File: src/snn_cfg_config.svh
/* snn configuration memory sizes */
`ifndef SNN_CFG_CONFIG_SVH
`define SNN_CFG_CONFIG_SVH

// config data word, also every bank word
`define CFG_DATA_W 32

// 16 neurons per bank, 16 axons
`define NRN_ADDR_W 4
`define AXN_ADDR_W 4

// learn-mode bits per packed word
`define LM_WORD_W 4

// potential and rate fields
`define DSIZE 16
`define STDP_WIN_W 8

`define NUM_TABLES 7

// neuron and axon count registers
`define CNT_W 8

`endif

File: src/cfg_cmd_pkg.sv
/* configuration opcodes */
`default_nettype none

package cfg_cmd_pkg;

	// table opcodes follow the bank order
	typedef enum logic [3:0]
	{
		OP_STDP_WIN  = 4'd0,
		OP_LRN_RATE  = 4'd1,
		OP_BIAS_MODE = 4'd2,
		OP_NRN_TYPE  = 4'd3,
		OP_MASK_RST  = 4'd4,
		OP_AER       = 4'd5,
		OP_FIX_TH    = 4'd6,
		OP_LRN_MODE  = 4'd7,
		OP_COUNTS    = 4'd8
	} cfg_op_e;

endpackage

`default_nettype wire

File: src/param_table_pkg.sv
/* parameter bank index */
`default_nettype none

package param_table_pkg;

	// first three banks feed port A, the rest port B
	typedef enum logic [2:0]
	{
		TBL_STDP_WIN  = 3'd0,
		TBL_LRN_RATE  = 3'd1,
		TBL_BIAS_MODE = 3'd2,
		TBL_NRN_TYPE  = 3'd3,
		TBL_MASK_RST  = 3'd4,
		TBL_AER       = 3'd5,
		TBL_FIX_TH    = 3'd6
	} table_e;

endpackage

`default_nettype wire

File: src/cfg_access_ctrl.sv
/* configuration access control */
`timescale 1ns/100ps
`include "snn_cfg_config.svh"
`default_nettype none

module cfg_access_ctrl
(
	input  logic                                         clk_i,
	input  logic                                         rst_n_i,
	input  logic                                         cfg_we_i,
	input  cfg_cmd_pkg::cfg_op_e                         cfg_op_i,
	input  logic [`NRN_ADDR_W+`AXN_ADDR_W-1:0]           cfg_addr_i,
	input  logic [`CFG_DATA_W-1:0]                       cfg_data_i,
	input  logic                                         rd_a_i,
	input  logic [`NRN_ADDR_W-1:0]                       rd_a_addr_i,
	input  logic                                         rd_b_i,
	input  logic [`NRN_ADDR_W-1:0]                       rd_b_addr_i,
	output logic [`NUM_TABLES-1:0]                       bank_we_o,
	output logic [`NUM_TABLES-1:0]                       bank_re_o,
	output logic [`NUM_TABLES-1:0][`NRN_ADDR_W-1:0]      bank_addr_o,
	output logic [`CFG_DATA_W-1:0]                       bank_wdata_o,
	output logic                                         lm_we_o,
	output logic [`NRN_ADDR_W+`AXN_ADDR_W-1:0]           lm_waddr_o,
	output logic                                         lm_wbit_o,
	output logic [`CNT_W-1:0]                            num_neurons_o,
	output logic [`CNT_W-1:0]                            num_axons_o
);

	logic [`NRN_ADDR_W-1:0] wr_nrn;

	// neuron sits in the upper address bits
	assign wr_nrn = cfg_addr_i[`NRN_ADDR_W+`AXN_ADDR_W-1:`AXN_ADDR_W];

	always_comb
	begin
		for (int i = 0; i < `NUM_TABLES; i++)
		begin
			bank_we_o[i] = cfg_we_i && (cfg_op_i == cfg_cmd_pkg::cfg_op_e'(i));
			// write wins, so a bank being written skips its read
			if (i <= int'(param_table_pkg::TBL_BIAS_MODE))
			begin
				bank_re_o[i]   = rd_a_i && !bank_we_o[i];
				bank_addr_o[i] = bank_we_o[i] ? wr_nrn : rd_a_addr_i;
			end
			else
			begin
				bank_re_o[i]   = rd_b_i && !bank_we_o[i];
				bank_addr_o[i] = bank_we_o[i] ? wr_nrn : rd_b_addr_i;
			end
		end
	end

	assign bank_wdata_o = cfg_data_i;

	// learn-mode write keeps the full neuron-axon address
	assign lm_we_o    = cfg_we_i && (cfg_op_i == cfg_cmd_pkg::OP_LRN_MODE);
	assign lm_waddr_o = cfg_addr_i;
	assign lm_wbit_o  = cfg_data_i[0];

	always_ff @(posedge clk_i or negedge rst_n_i)
	begin
		if (rst_n_i == 1'b0)
		begin
			num_neurons_o <= '0;
			num_axons_o   <= '0;
		end
		else if (cfg_we_i && (cfg_op_i == cfg_cmd_pkg::OP_COUNTS))
		begin
			// neuron count above axon count
			num_neurons_o <= cfg_data_i[2*`CNT_W-1:`CNT_W];
			num_axons_o   <= cfg_data_i[`CNT_W-1:0];
		end
	end

endmodule

`default_nettype wire

File: src/param_bank.sv
/* parameter table bank */
`timescale 1ns/100ps
`include "snn_cfg_config.svh"
`default_nettype none

module param_bank
(
	input  logic                    clk_i,
	input  logic                    rst_n_i,
	input  logic                    we_i,
	input  logic                    re_i,
	input  logic [`NRN_ADDR_W-1:0]  addr_i,
	input  logic [`CFG_DATA_W-1:0]  wdata_i,
	output logic [`CFG_DATA_W-1:0]  rdata_o
);

	localparam int DEPTH = 1 << `NRN_ADDR_W;

	logic [`CFG_DATA_W-1:0] mem [DEPTH];

	always_ff @(posedge clk_i)
	begin
		if (we_i)
			mem[addr_i] <= wdata_i;
	end

	// read word holds until the next read
	always_ff @(posedge clk_i or negedge rst_n_i)
	begin
		if (rst_n_i == 1'b0)
		begin
			rdata_o <= '0;
		end
		else if (re_i)
		begin
			rdata_o <= mem[addr_i];
		end
	end

endmodule

`default_nettype wire

File: src/param_read_port.sv
/* port A and port B field registers */
`timescale 1ns/100ps
`include "snn_cfg_config.svh"
`default_nettype none

module param_read_port
(
	input  logic                                     clk_i,
	input  logic                                     rst_n_i,
	input  logic [`NUM_TABLES-1:0]                   bank_re_i,
	input  logic [`NUM_TABLES-1:0][`CFG_DATA_W-1:0]  bank_rdata_i,
	output logic [`STDP_WIN_W-1:0]                   ltp_win_o,
	output logic [`STDP_WIN_W-1:0]                   ltd_win_o,
	output logic [`DSIZE-1:0]                        ltp_rate_o,
	output logic [`DSIZE-1:0]                        ltd_rate_o,
	output logic                                     bias_lrn_mode_o,
	output logic                                     valid_a_o,
	output logic                                     nrn_type_o,
	output logic                                     rand_th_o,
	output logic [`DSIZE-1:0]                        th_mask_o,
	output logic [`DSIZE-1:0]                        rst_pot_o,
	output logic [`CFG_DATA_W-1:0]                   spike_aer_o,
	output logic [`DSIZE-1:0]                        fix_th_o,
	output logic                                     valid_b_o
);

	logic grp_a_re;
	logic grp_b_re;
	logic grp_a_q;
	logic grp_b_q;
	logic [`CFG_DATA_W-1:0] win_w;
	logic [`CFG_DATA_W-1:0] rate_w;
	logic [`CFG_DATA_W-1:0] bias_w;
	logic [`CFG_DATA_W-1:0] type_w;
	logic [`CFG_DATA_W-1:0] mask_w;
	logic [`CFG_DATA_W-1:0] aer_w;
	logic [`CFG_DATA_W-1:0] fix_w;

	// only one bank is written per cycle, so the OR still tracks the strobe
	assign grp_a_re = bank_re_i[param_table_pkg::TBL_STDP_WIN]
		| bank_re_i[param_table_pkg::TBL_LRN_RATE]
		| bank_re_i[param_table_pkg::TBL_BIAS_MODE];
	assign grp_b_re = bank_re_i[param_table_pkg::TBL_NRN_TYPE]
		| bank_re_i[param_table_pkg::TBL_MASK_RST]
		| bank_re_i[param_table_pkg::TBL_AER]
		| bank_re_i[param_table_pkg::TBL_FIX_TH];

	assign win_w  = bank_rdata_i[param_table_pkg::TBL_STDP_WIN];
	assign rate_w = bank_rdata_i[param_table_pkg::TBL_LRN_RATE];
	assign bias_w = bank_rdata_i[param_table_pkg::TBL_BIAS_MODE];
	assign type_w = bank_rdata_i[param_table_pkg::TBL_NRN_TYPE];
	assign mask_w = bank_rdata_i[param_table_pkg::TBL_MASK_RST];
	assign aer_w  = bank_rdata_i[param_table_pkg::TBL_AER];
	assign fix_w  = bank_rdata_i[param_table_pkg::TBL_FIX_TH];

	always_ff @(posedge clk_i or negedge rst_n_i)
	begin
		if (rst_n_i == 1'b0)
		begin
			grp_a_q   <= 1'b0;
			grp_b_q   <= 1'b0;
			valid_a_o <= 1'b0;
			valid_b_o <= 1'b0;
		end
		else
		begin
			// bank word lands one edge after the strobe
			grp_a_q   <= grp_a_re;
			grp_b_q   <= grp_b_re;
			valid_a_o <= grp_a_q;
			valid_b_o <= grp_b_q;
		end
	end

	always_ff @(posedge clk_i or negedge rst_n_i)
	begin
		if (rst_n_i == 1'b0)
		begin
			ltp_win_o       <= '0;
			ltd_win_o       <= '0;
			ltp_rate_o      <= '0;
			ltd_rate_o      <= '0;
			bias_lrn_mode_o <= 1'b0;
			nrn_type_o      <= 1'b0;
			rand_th_o       <= 1'b0;
			th_mask_o       <= '0;
			rst_pot_o       <= '0;
			spike_aer_o     <= '0;
			fix_th_o        <= '0;
		end
		else
		begin
			if (grp_a_q)
			begin
				ltp_win_o       <= win_w[2*`STDP_WIN_W-1:`STDP_WIN_W];
				ltd_win_o       <= win_w[`STDP_WIN_W-1:0];
				ltp_rate_o      <= rate_w[2*`DSIZE-1:`DSIZE];
				ltd_rate_o      <= rate_w[`DSIZE-1:0];
				bias_lrn_mode_o <= bias_w[0];
			end
			if (grp_b_q)
			begin
				// type in bit 1, random threshold flag in bit 0
				nrn_type_o  <= type_w[1];
				rand_th_o   <= type_w[0];
				th_mask_o   <= mask_w[2*`DSIZE-1:`DSIZE];
				rst_pot_o   <= mask_w[`DSIZE-1:0];
				spike_aer_o <= aer_w;
				fix_th_o    <= fix_w[`DSIZE-1:0];
			end
		end
	end

endmodule

`default_nettype wire

File: src/lrn_mode_mem.sv
/* packed learn-mode memory */
`timescale 1ns/100ps
`include "snn_cfg_config.svh"
`default_nettype none

module lrn_mode_mem
(
	input  logic                                clk_i,
	input  logic                                rst_n_i,
	input  logic                                we_i,
	input  logic [`NRN_ADDR_W+`AXN_ADDR_W-1:0]  waddr_i,
	input  logic                                wbit_i,
	input  logic                                re_i,
	input  logic [`NRN_ADDR_W+`AXN_ADDR_W-1:0]  raddr_i,
	output logic                                lrn_mode_o,
	output logic                                valid_o
);

	localparam int NUM_AXONS = 1 << `AXN_ADDR_W;
	localparam int WORDS_PER_NRN = NUM_AXONS / `LM_WORD_W;
	localparam int BIT_W = $clog2(`LM_WORD_W);
	localparam int LM_ADDR_W = `NRN_ADDR_W + `AXN_ADDR_W - BIT_W;
	localparam int LM_DEPTH = 1 << LM_ADDR_W;

	logic [`LM_WORD_W-1:0] mem [LM_DEPTH];
	logic [LM_ADDR_W-1:0]  waddr_word;
	logic [LM_ADDR_W-1:0]  raddr_word;
	logic [BIT_W-1:0]      wbit_sel;
	logic [BIT_W-1:0]      rbit_sel;
	logic [`LM_WORD_W-1:0] wmask;
	logic [`LM_WORD_W-1:0] rd_word_q;
	logic [BIT_W-1:0]      rd_bit_q;

	// neuron * (axons / word) + axon / word
	function automatic logic [LM_ADDR_W-1:0] word_addr(
		input logic [`NRN_ADDR_W+`AXN_ADDR_W-1:0] a);
		logic [`NRN_ADDR_W-1:0] nrn;
		logic [`AXN_ADDR_W-1:0] axn;
		nrn = a[`NRN_ADDR_W+`AXN_ADDR_W-1:`AXN_ADDR_W];
		axn = a[`AXN_ADDR_W-1:0];
		return LM_ADDR_W'(nrn * WORDS_PER_NRN + axn / `LM_WORD_W);
	endfunction

	function automatic logic [BIT_W-1:0] bit_index(
		input logic [`NRN_ADDR_W+`AXN_ADDR_W-1:0] a);
		return BIT_W'(a[`AXN_ADDR_W-1:0] % `LM_WORD_W);
	endfunction

	assign waddr_word = word_addr(waddr_i);
	assign wbit_sel   = bit_index(waddr_i);
	assign raddr_word = word_addr(raddr_i);
	assign rbit_sel   = bit_index(raddr_i);
	assign wmask      = `LM_WORD_W'(1) << wbit_sel;

	// masked write leaves the neighbouring bits alone
	always_ff @(posedge clk_i)
	begin
		if (we_i)
		begin
			for (int b = 0; b < `LM_WORD_W; b++)
			begin
				if (wmask[b])
					mem[waddr_word][b] <= wbit_i;
			end
		end
	end

	always_ff @(posedge clk_i or negedge rst_n_i)
	begin
		if (rst_n_i == 1'b0)
		begin
			rd_word_q <= '0;
			rd_bit_q  <= '0;
			valid_o   <= 1'b0;
		end
		else
		begin
			valid_o <= re_i;
			if (re_i)
			begin
				rd_word_q <= mem[raddr_word];
				rd_bit_q  <= rbit_sel;
			end
		end
	end

	assign lrn_mode_o = rd_word_q[rd_bit_q];

endmodule

`default_nettype wire

File: src/snn_config_mem.sv
/* snn core configuration memory */
`timescale 1ns/100ps
`include "snn_cfg_config.svh"
`default_nettype none

module snn_config_mem
(
	input  logic                                clk_i,
	input  logic                                rst_n_i,
	input  logic                                cfg_we_i,
	input  cfg_cmd_pkg::cfg_op_e                cfg_op_i,
	input  logic [`NRN_ADDR_W+`AXN_ADDR_W-1:0]  cfg_addr_i,
	input  logic [`CFG_DATA_W-1:0]              cfg_data_i,
	input  logic                                rd_a_i,
	input  logic [`NRN_ADDR_W-1:0]              rd_a_addr_i,
	input  logic                                rd_b_i,
	input  logic [`NRN_ADDR_W-1:0]              rd_b_addr_i,
	input  logic                                rd_c_i,
	input  logic [`NRN_ADDR_W+`AXN_ADDR_W-1:0]  rd_c_addr_i,
	output logic [`STDP_WIN_W-1:0]              ltp_win_o,
	output logic [`STDP_WIN_W-1:0]              ltd_win_o,
	output logic [`DSIZE-1:0]                   ltp_rate_o,
	output logic [`DSIZE-1:0]                   ltd_rate_o,
	output logic                                bias_lrn_mode_o,
	output logic                                valid_a_o,
	output logic                                nrn_type_o,
	output logic                                rand_th_o,
	output logic [`DSIZE-1:0]                   th_mask_o,
	output logic [`DSIZE-1:0]                   rst_pot_o,
	output logic [`CFG_DATA_W-1:0]              spike_aer_o,
	output logic [`DSIZE-1:0]                   fix_th_o,
	output logic                                valid_b_o,
	output logic                                lrn_mode_o,
	output logic                                valid_c_o,
	output logic [`CNT_W-1:0]                   num_neurons_o,
	output logic [`CNT_W-1:0]                   num_axons_o
);

	logic [`NUM_TABLES-1:0]                   bank_we;
	logic [`NUM_TABLES-1:0]                   bank_re;
	logic [`NUM_TABLES-1:0][`NRN_ADDR_W-1:0]  bank_addr;
	logic [`CFG_DATA_W-1:0]                   bank_wdata;
	logic [`NUM_TABLES-1:0][`CFG_DATA_W-1:0]  bank_rdata;
	logic                                     lm_we;
	logic [`NRN_ADDR_W+`AXN_ADDR_W-1:0]       lm_waddr;
	logic                                     lm_wbit;

	cfg_access_ctrl i_cfg_access_ctrl
	(
		.clk_i         (clk_i),
		.rst_n_i       (rst_n_i),
		.cfg_we_i      (cfg_we_i),
		.cfg_op_i      (cfg_op_i),
		.cfg_addr_i    (cfg_addr_i),
		.cfg_data_i    (cfg_data_i),
		.rd_a_i        (rd_a_i),
		.rd_a_addr_i   (rd_a_addr_i),
		.rd_b_i        (rd_b_i),
		.rd_b_addr_i   (rd_b_addr_i),
		.bank_we_o     (bank_we),
		.bank_re_o     (bank_re),
		.bank_addr_o   (bank_addr),
		.bank_wdata_o  (bank_wdata),
		.lm_we_o       (lm_we),
		.lm_waddr_o    (lm_waddr),
		.lm_wbit_o     (lm_wbit),
		.num_neurons_o (num_neurons_o),
		.num_axons_o   (num_axons_o)
	);

	// one bank per table, indexed by param_table_pkg::table_e
	for (genvar t = 0; t < `NUM_TABLES; t++)
	begin : g_bank
		param_bank i_param_bank
		(
			.clk_i   (clk_i),
			.rst_n_i (rst_n_i),
			.we_i    (bank_we[t]),
			.re_i    (bank_re[t]),
			.addr_i  (bank_addr[t]),
			.wdata_i (bank_wdata),
			.rdata_o (bank_rdata[t])
		);
	end

	param_read_port i_param_read_port
	(
		.clk_i           (clk_i),
		.rst_n_i         (rst_n_i),
		.bank_re_i       (bank_re),
		.bank_rdata_i    (bank_rdata),
		.ltp_win_o       (ltp_win_o),
		.ltd_win_o       (ltd_win_o),
		.ltp_rate_o      (ltp_rate_o),
		.ltd_rate_o      (ltd_rate_o),
		.bias_lrn_mode_o (bias_lrn_mode_o),
		.valid_a_o       (valid_a_o),
		.nrn_type_o      (nrn_type_o),
		.rand_th_o       (rand_th_o),
		.th_mask_o       (th_mask_o),
		.rst_pot_o       (rst_pot_o),
		.spike_aer_o     (spike_aer_o),
		.fix_th_o        (fix_th_o),
		.valid_b_o       (valid_b_o)
	);

	lrn_mode_mem i_lrn_mode_mem
	(
		.clk_i      (clk_i),
		.rst_n_i    (rst_n_i),
		.we_i       (lm_we),
		.waddr_i    (lm_waddr),
		.wbit_i     (lm_wbit),
		.re_i       (rd_c_i),
		.raddr_i    (rd_c_addr_i),
		.lrn_mode_o (lrn_mode_o),
		.valid_o    (valid_c_o)
	);

endmodule

`default_nettype wire

File: config.mk
export PLATFORM = sky130hd
export DESIGN_NAME = snn_config_mem
export DESIGN_NICKNAME = d
export VERILOG_FILES = /design/src/cfg_cmd_pkg.sv /design/src/param_table_pkg.sv /design/src/cfg_access_ctrl.sv /design/src/param_bank.sv /design/src/param_read_port.sv /design/src/lrn_mode_mem.sv /design/src/snn_config_mem.sv
export VERILOG_INCLUDE_DIRS = /design/src
export SDC_FILE = /design/constraint.sdc
export NUM_CORES = 2
export LEC_CHECK = 0
export ABC_AREA = 1
export BUFFER_PORTS_ARGS = -buffer_cell sky130_fd_sc_hd__buf_2
export CAP_MARGIN = 20
export CORE_ASPECT_RATIO = 1.1
export CORE_MARGIN = 8
export CORE_UTILIZATION = 33
export CTS_CLUSTER_DIAMETER = 40
export DETAILED_ROUTE_END_ITERATION = 8
export GPL_TIMING_DRIVEN = 0
export PLACE_DENSITY = 0.55
export SLEW_MARGIN = 20
export SYNTH_ARGS = -nofsm -noshare
export SYNTH_HDL_FRONTEND = slang
export SYNTH_SLANG_ARGS = --single-unit
export TNS_END_PERCENT = 20
File: constraint.sdc
create_clock -name clk_i -period 1.9 [get_ports clk_i]
set_input_delay 0.19 -clock clk_i [delete_from_list [all_inputs] [get_ports clk_i]]
set_output_delay 0.19 -clock clk_i [all_outputs]
set_load 0.02 [all_outputs]
==> flow_summary.yaml <==
worst_setup_path:
  slowest_stage: "nor2_4"
  r2r_start: "i_param_read_port.grp_b_q"
  crit_buf_inv: 4
  cp.required_ns: 2.46
  crit_type: "in -> reg"
  slowest_delay_ns: 0.65
  r2r_setup_slack_ns: -0.10
  crit_start: "cfg_op_i[0]"
  cpLargestDelayFamily: "simple AND/OR/NAND/NOR gates"
  arrival_ns: 2.64
  crit_cells: 10
  crit_path_end_kind: "flop"
  start_kind: "input port"
  crit_path_end: "g_bank[1].i_param_bank.mem[5][8]"
  r2r-end: "i_param_read_port.fix_th_o[0]"
  path_common_cell: "nor2_4"
  cp_cell_sequence: "buf_6, nand2_4, nor2_4, nand2_4, o21ai_4, inv_2, nor2_4, buf_8, clkinvlp_4, nor2_4"
  worstRegToRegCells: 4
  cp_max_fo: 16
global_routing:
  track_usage_pct: 20.1
  grt_max_degree: 113
  grt-ovfl-total: 0
  antenna_found_initial: 14
  grt_first_pass_wirelength_um: 523000
  first_global_vias: 76900
logic_synthesis:
  synth.top_cells.by_area: "edfxtp_1 64%, nand2_1 16%, dfrtp_1 6.6%, nand3_1 5.4%, nor2_1 2.7%"
  syn_area_per_cell_um2: 10.6
  synth_area_um2: 110000
  synth_edf_count: 2352
  ys_ff_latch: 2641
  ys_warn_count: 0
  synthCells: 10300
  synth_common_cells: "4816 x nand2_1, 2352 x edfxtp_1, 1178 x nand3_1, 796 x nor2_1, 320 x clkbuf_1"
  yosysUniqueCellTypes: 22
  synth_ff_type: "edfxtp_1"
  async_flop_share_pct: 10.9
  yosysSeqAreaShare_pct: 71.0
  yosys.area.top_type: "edfxtp_1"
  yosysMostFrequentCell: "nand2_1"
  synth_fp_nets: 10400
  synth_top_area_share_pct: 64.4
pwr:
  vdd_drop_max_uv: 928
  design_power_total_w: 0.148
  power_density_nw_per_um2: 1090
  seqPwrFrac_pct: 44.0
  switchingPower_w: 0.0370
  clock_power_share_pct: 48.0
  switching_share_pct: 25.0
  power.internal_w: 0.111
  p_leak_nw: 53.4
  power_frac_comb_pct: 8.1
layout:
  syn2layout_area_growth_pct: 23.6
  final_nets: 11300
  layout-drive-gt1-share_pct: 15.3
  finalNonFillerCells: 15900
  stdcell_area_um2: 135000
drt:
  detail_route.vias_per_cell: 4.97
  finalWirelength_um: 364000
  drtIter0Drc: 7717
  routedWlPerCell_um: 22.9
  postRouteAntennaNets: 0
  drc: 0
  vias: 79100
  drtPass1Iterations: 6
sta:
  tightest_slew_ns: 0.990
  max_slew_margin_pct: 33.5
  rsz0062_at_grt: "true"
  setup_violations: 435
  holdWs_ns: 0.0952
  finalHoldViolations: 0
  layout_min_cycle_time_ns: 2.09
  fmax_ghz: 0.479
  slew_violations: 0
  period_share_pct: 110
  fin_worst_skew_ns: 0.0805
  setup_slack_ns: -0.188
status:
  status: "finished with violations"
  violations: "setup timing"
hold_path:
  hp-class: "in -> reg"
place:
  place_congestion: 0.897
  io_buffers: 211
  dp_hpwl_um: 239000
  placed_cell_area_um2: 119000
  place_inst: 15000
die:
  dieHeight_um: 620
  core_area_um2: 331000
  dieArea_um2: 351000
  start_util_pct: 33.1
  die_x_um: 565
  io_pins: 217
  rows: 222
clocking:
  htreeDepth: 5
  cts_root_buf: "clkbuf_16"
  numCtsBuffers: 378
  cts_num_sinks: 2641
  ctsLongestPathBuffers: 4
  cts_tree: "built"
  clk_pin_slew_ns: 0.06
  insertion_delay_ns: 0.96
job:
  maxCapViolCount: 0
==> what timing repair did <==
action                     in CTS  in global routing
gates cloned                   13                  0
pin swaps                      70                 36
buffers inserted              111                 47
gates resized for setup       144                285
setup endpoints to repair    2529               2029
hold endpoints to repair     2145                 12
hold buffers                   50                  1
==> placed cells by master (no fill, tap or decap), drive strengths merged <==
cell type	Yosys	layout
nand4	8	8
a21oi	3	3
bufbuf	0	1
dfrtp	289	289
buf	247	679
o21ai	28	28
clkbuf	320	779
nand2	4819	4819
bufinv	0	39
clkinvlp	0	55
nand3	1180	1180
nor3	16	16
dlygate4sd3	0	50
inv	89	127
clkinv	2	131
edfxtp	2352	2352
nor2	808	820
mux2	147	147
diode	0	10
==> per-layer routing <==
metal / wire (um) / track usage (%) / up-vias
li1: - / - / 36500
met1: 148000 / 26.5 / 38500
met2: 169000 / 32.8 / 3411
met3: 30000 / 3.50 / 745
met4: 17000 / 8.60 / 4
met5: 27 / 0 / -
==> worst min path at each step <==
| stage | from | endpoint | slack, ns | cells after the start |
|---|---|---|---|---|
| 6_report | cfg_addr_i[7] | g_bank[6].i_param_bank.rdata_o[1] | 0.1 | 8 |
| 5_1_grt | rd_a_i | i_param_read_port.grp_a_q | 0.11 | 3 |
| 4_1_cts | cfg_op_i[0] | g_bank[3].i_param_bank.rdata_o[1] | 0.02 | 6 |
| 3_5_place_dp | rst_n_i | i_param_read_port.rst_pot_o[10] | 0.06 | 1 |
| 3_3_place_gp | rd_c_i | i_lrn_mode_mem.valid_o | 0.34 | 1 |
| 2_1_floorplan | rst_n_i | g_bank[0].i_param_bank.rdata_o[0] | -0.11 | 0 |
==> power by group through the flow <==
stage / Sequential, W / Combinational (W) / Clock, W
after global routing: 0.0652 / 0.0129 / 0.0743
after floorplan: 0.0668 / 0.00520 / 0
final: 0.0651 / 0.0119 / 0.0711
after CTS: 0.0651 / 0.0118 / 0.0720
after global placement: 0.0664 / 0.0112 / 0
after detailed placement: 0.0663 / 0.0115 / 0
==> stage by stage <==
stage	util (%)	worst slack [ns]	TNS (ns)
floorplan	-	-0.522	-948.87
global placement	35.3	-6.23	-9700.85
detailed placement	35.9	-2.53	-4291.54
CTS	40.6	-0.255	-59.20
global route	40.9	-0.244	-61.75
finish	40.9	-0.188	-23.83
==> sequential cells by signal, summed over array words and instances, names as in the netlist, 8 cells and up <==
name and flops:
i_param_read_port.ltp_win_o 8, i_param_read_port.spike_aer_o 32, i_cfg_access_ctrl.num_neurons_o 8, i_param_read_port.ltd_rate_o 16, i_param_read_port.fix_th_o 16, g_bank.i_param_bank.mem 2096
i_param_read_port.ltp_rate_o 16, i_cfg_access_ctrl.num_axons_o 8, i_lrn_mode_mem.mem 256, i_param_read_port.ltd_win_o 8, g_bank.i_param_bank.rdata_o 131, i_param_read_port.th_mask_o 16
i_param_read_port.rst_pot_o 16
==> tightest hold or removal path: cells and delay by family <==
kind	cells	cell delay [ns]
AND/OR/NAND/NOR	5	0.39
buffers and inverters	2	0.25
AO/OA/AOI/OAI	1	0.11
==> layout make-up <==
| cell class | count | area (um^2) |
|---|---|---|
| fill | 31600 | 196000 |
| sequential | 2641 | 77900 |
| multi-input combinational | 7021 | 30300 |
| clock buffer | 440 | 9970 |
| timing repair buffer | 502 | 5640 |
| tap | 4368 | 5470 |
| clock inverter | 261 | 2960 |
| buffer | 567 | 2800 |
| inverter | 91 | 379 |
| antenna | 10 | 25.0 |
==> cells by family (layout without fill, tap and decap cells) <==
family | after synthesis | in the layout | synth area share, %
buffers and inverters | 658 | 1861 | 2.46
other | 0 | 10 | 0
and+or+nand+nor | 6831 | 6843 | 24.8
DFF | 2641 | 2641 | 71.0
AOI/OAI and AO/OA | 31 | 31 | 0.159
muxes | 147 | 147 | 1.51
Power figures use the tool's default switching activity.
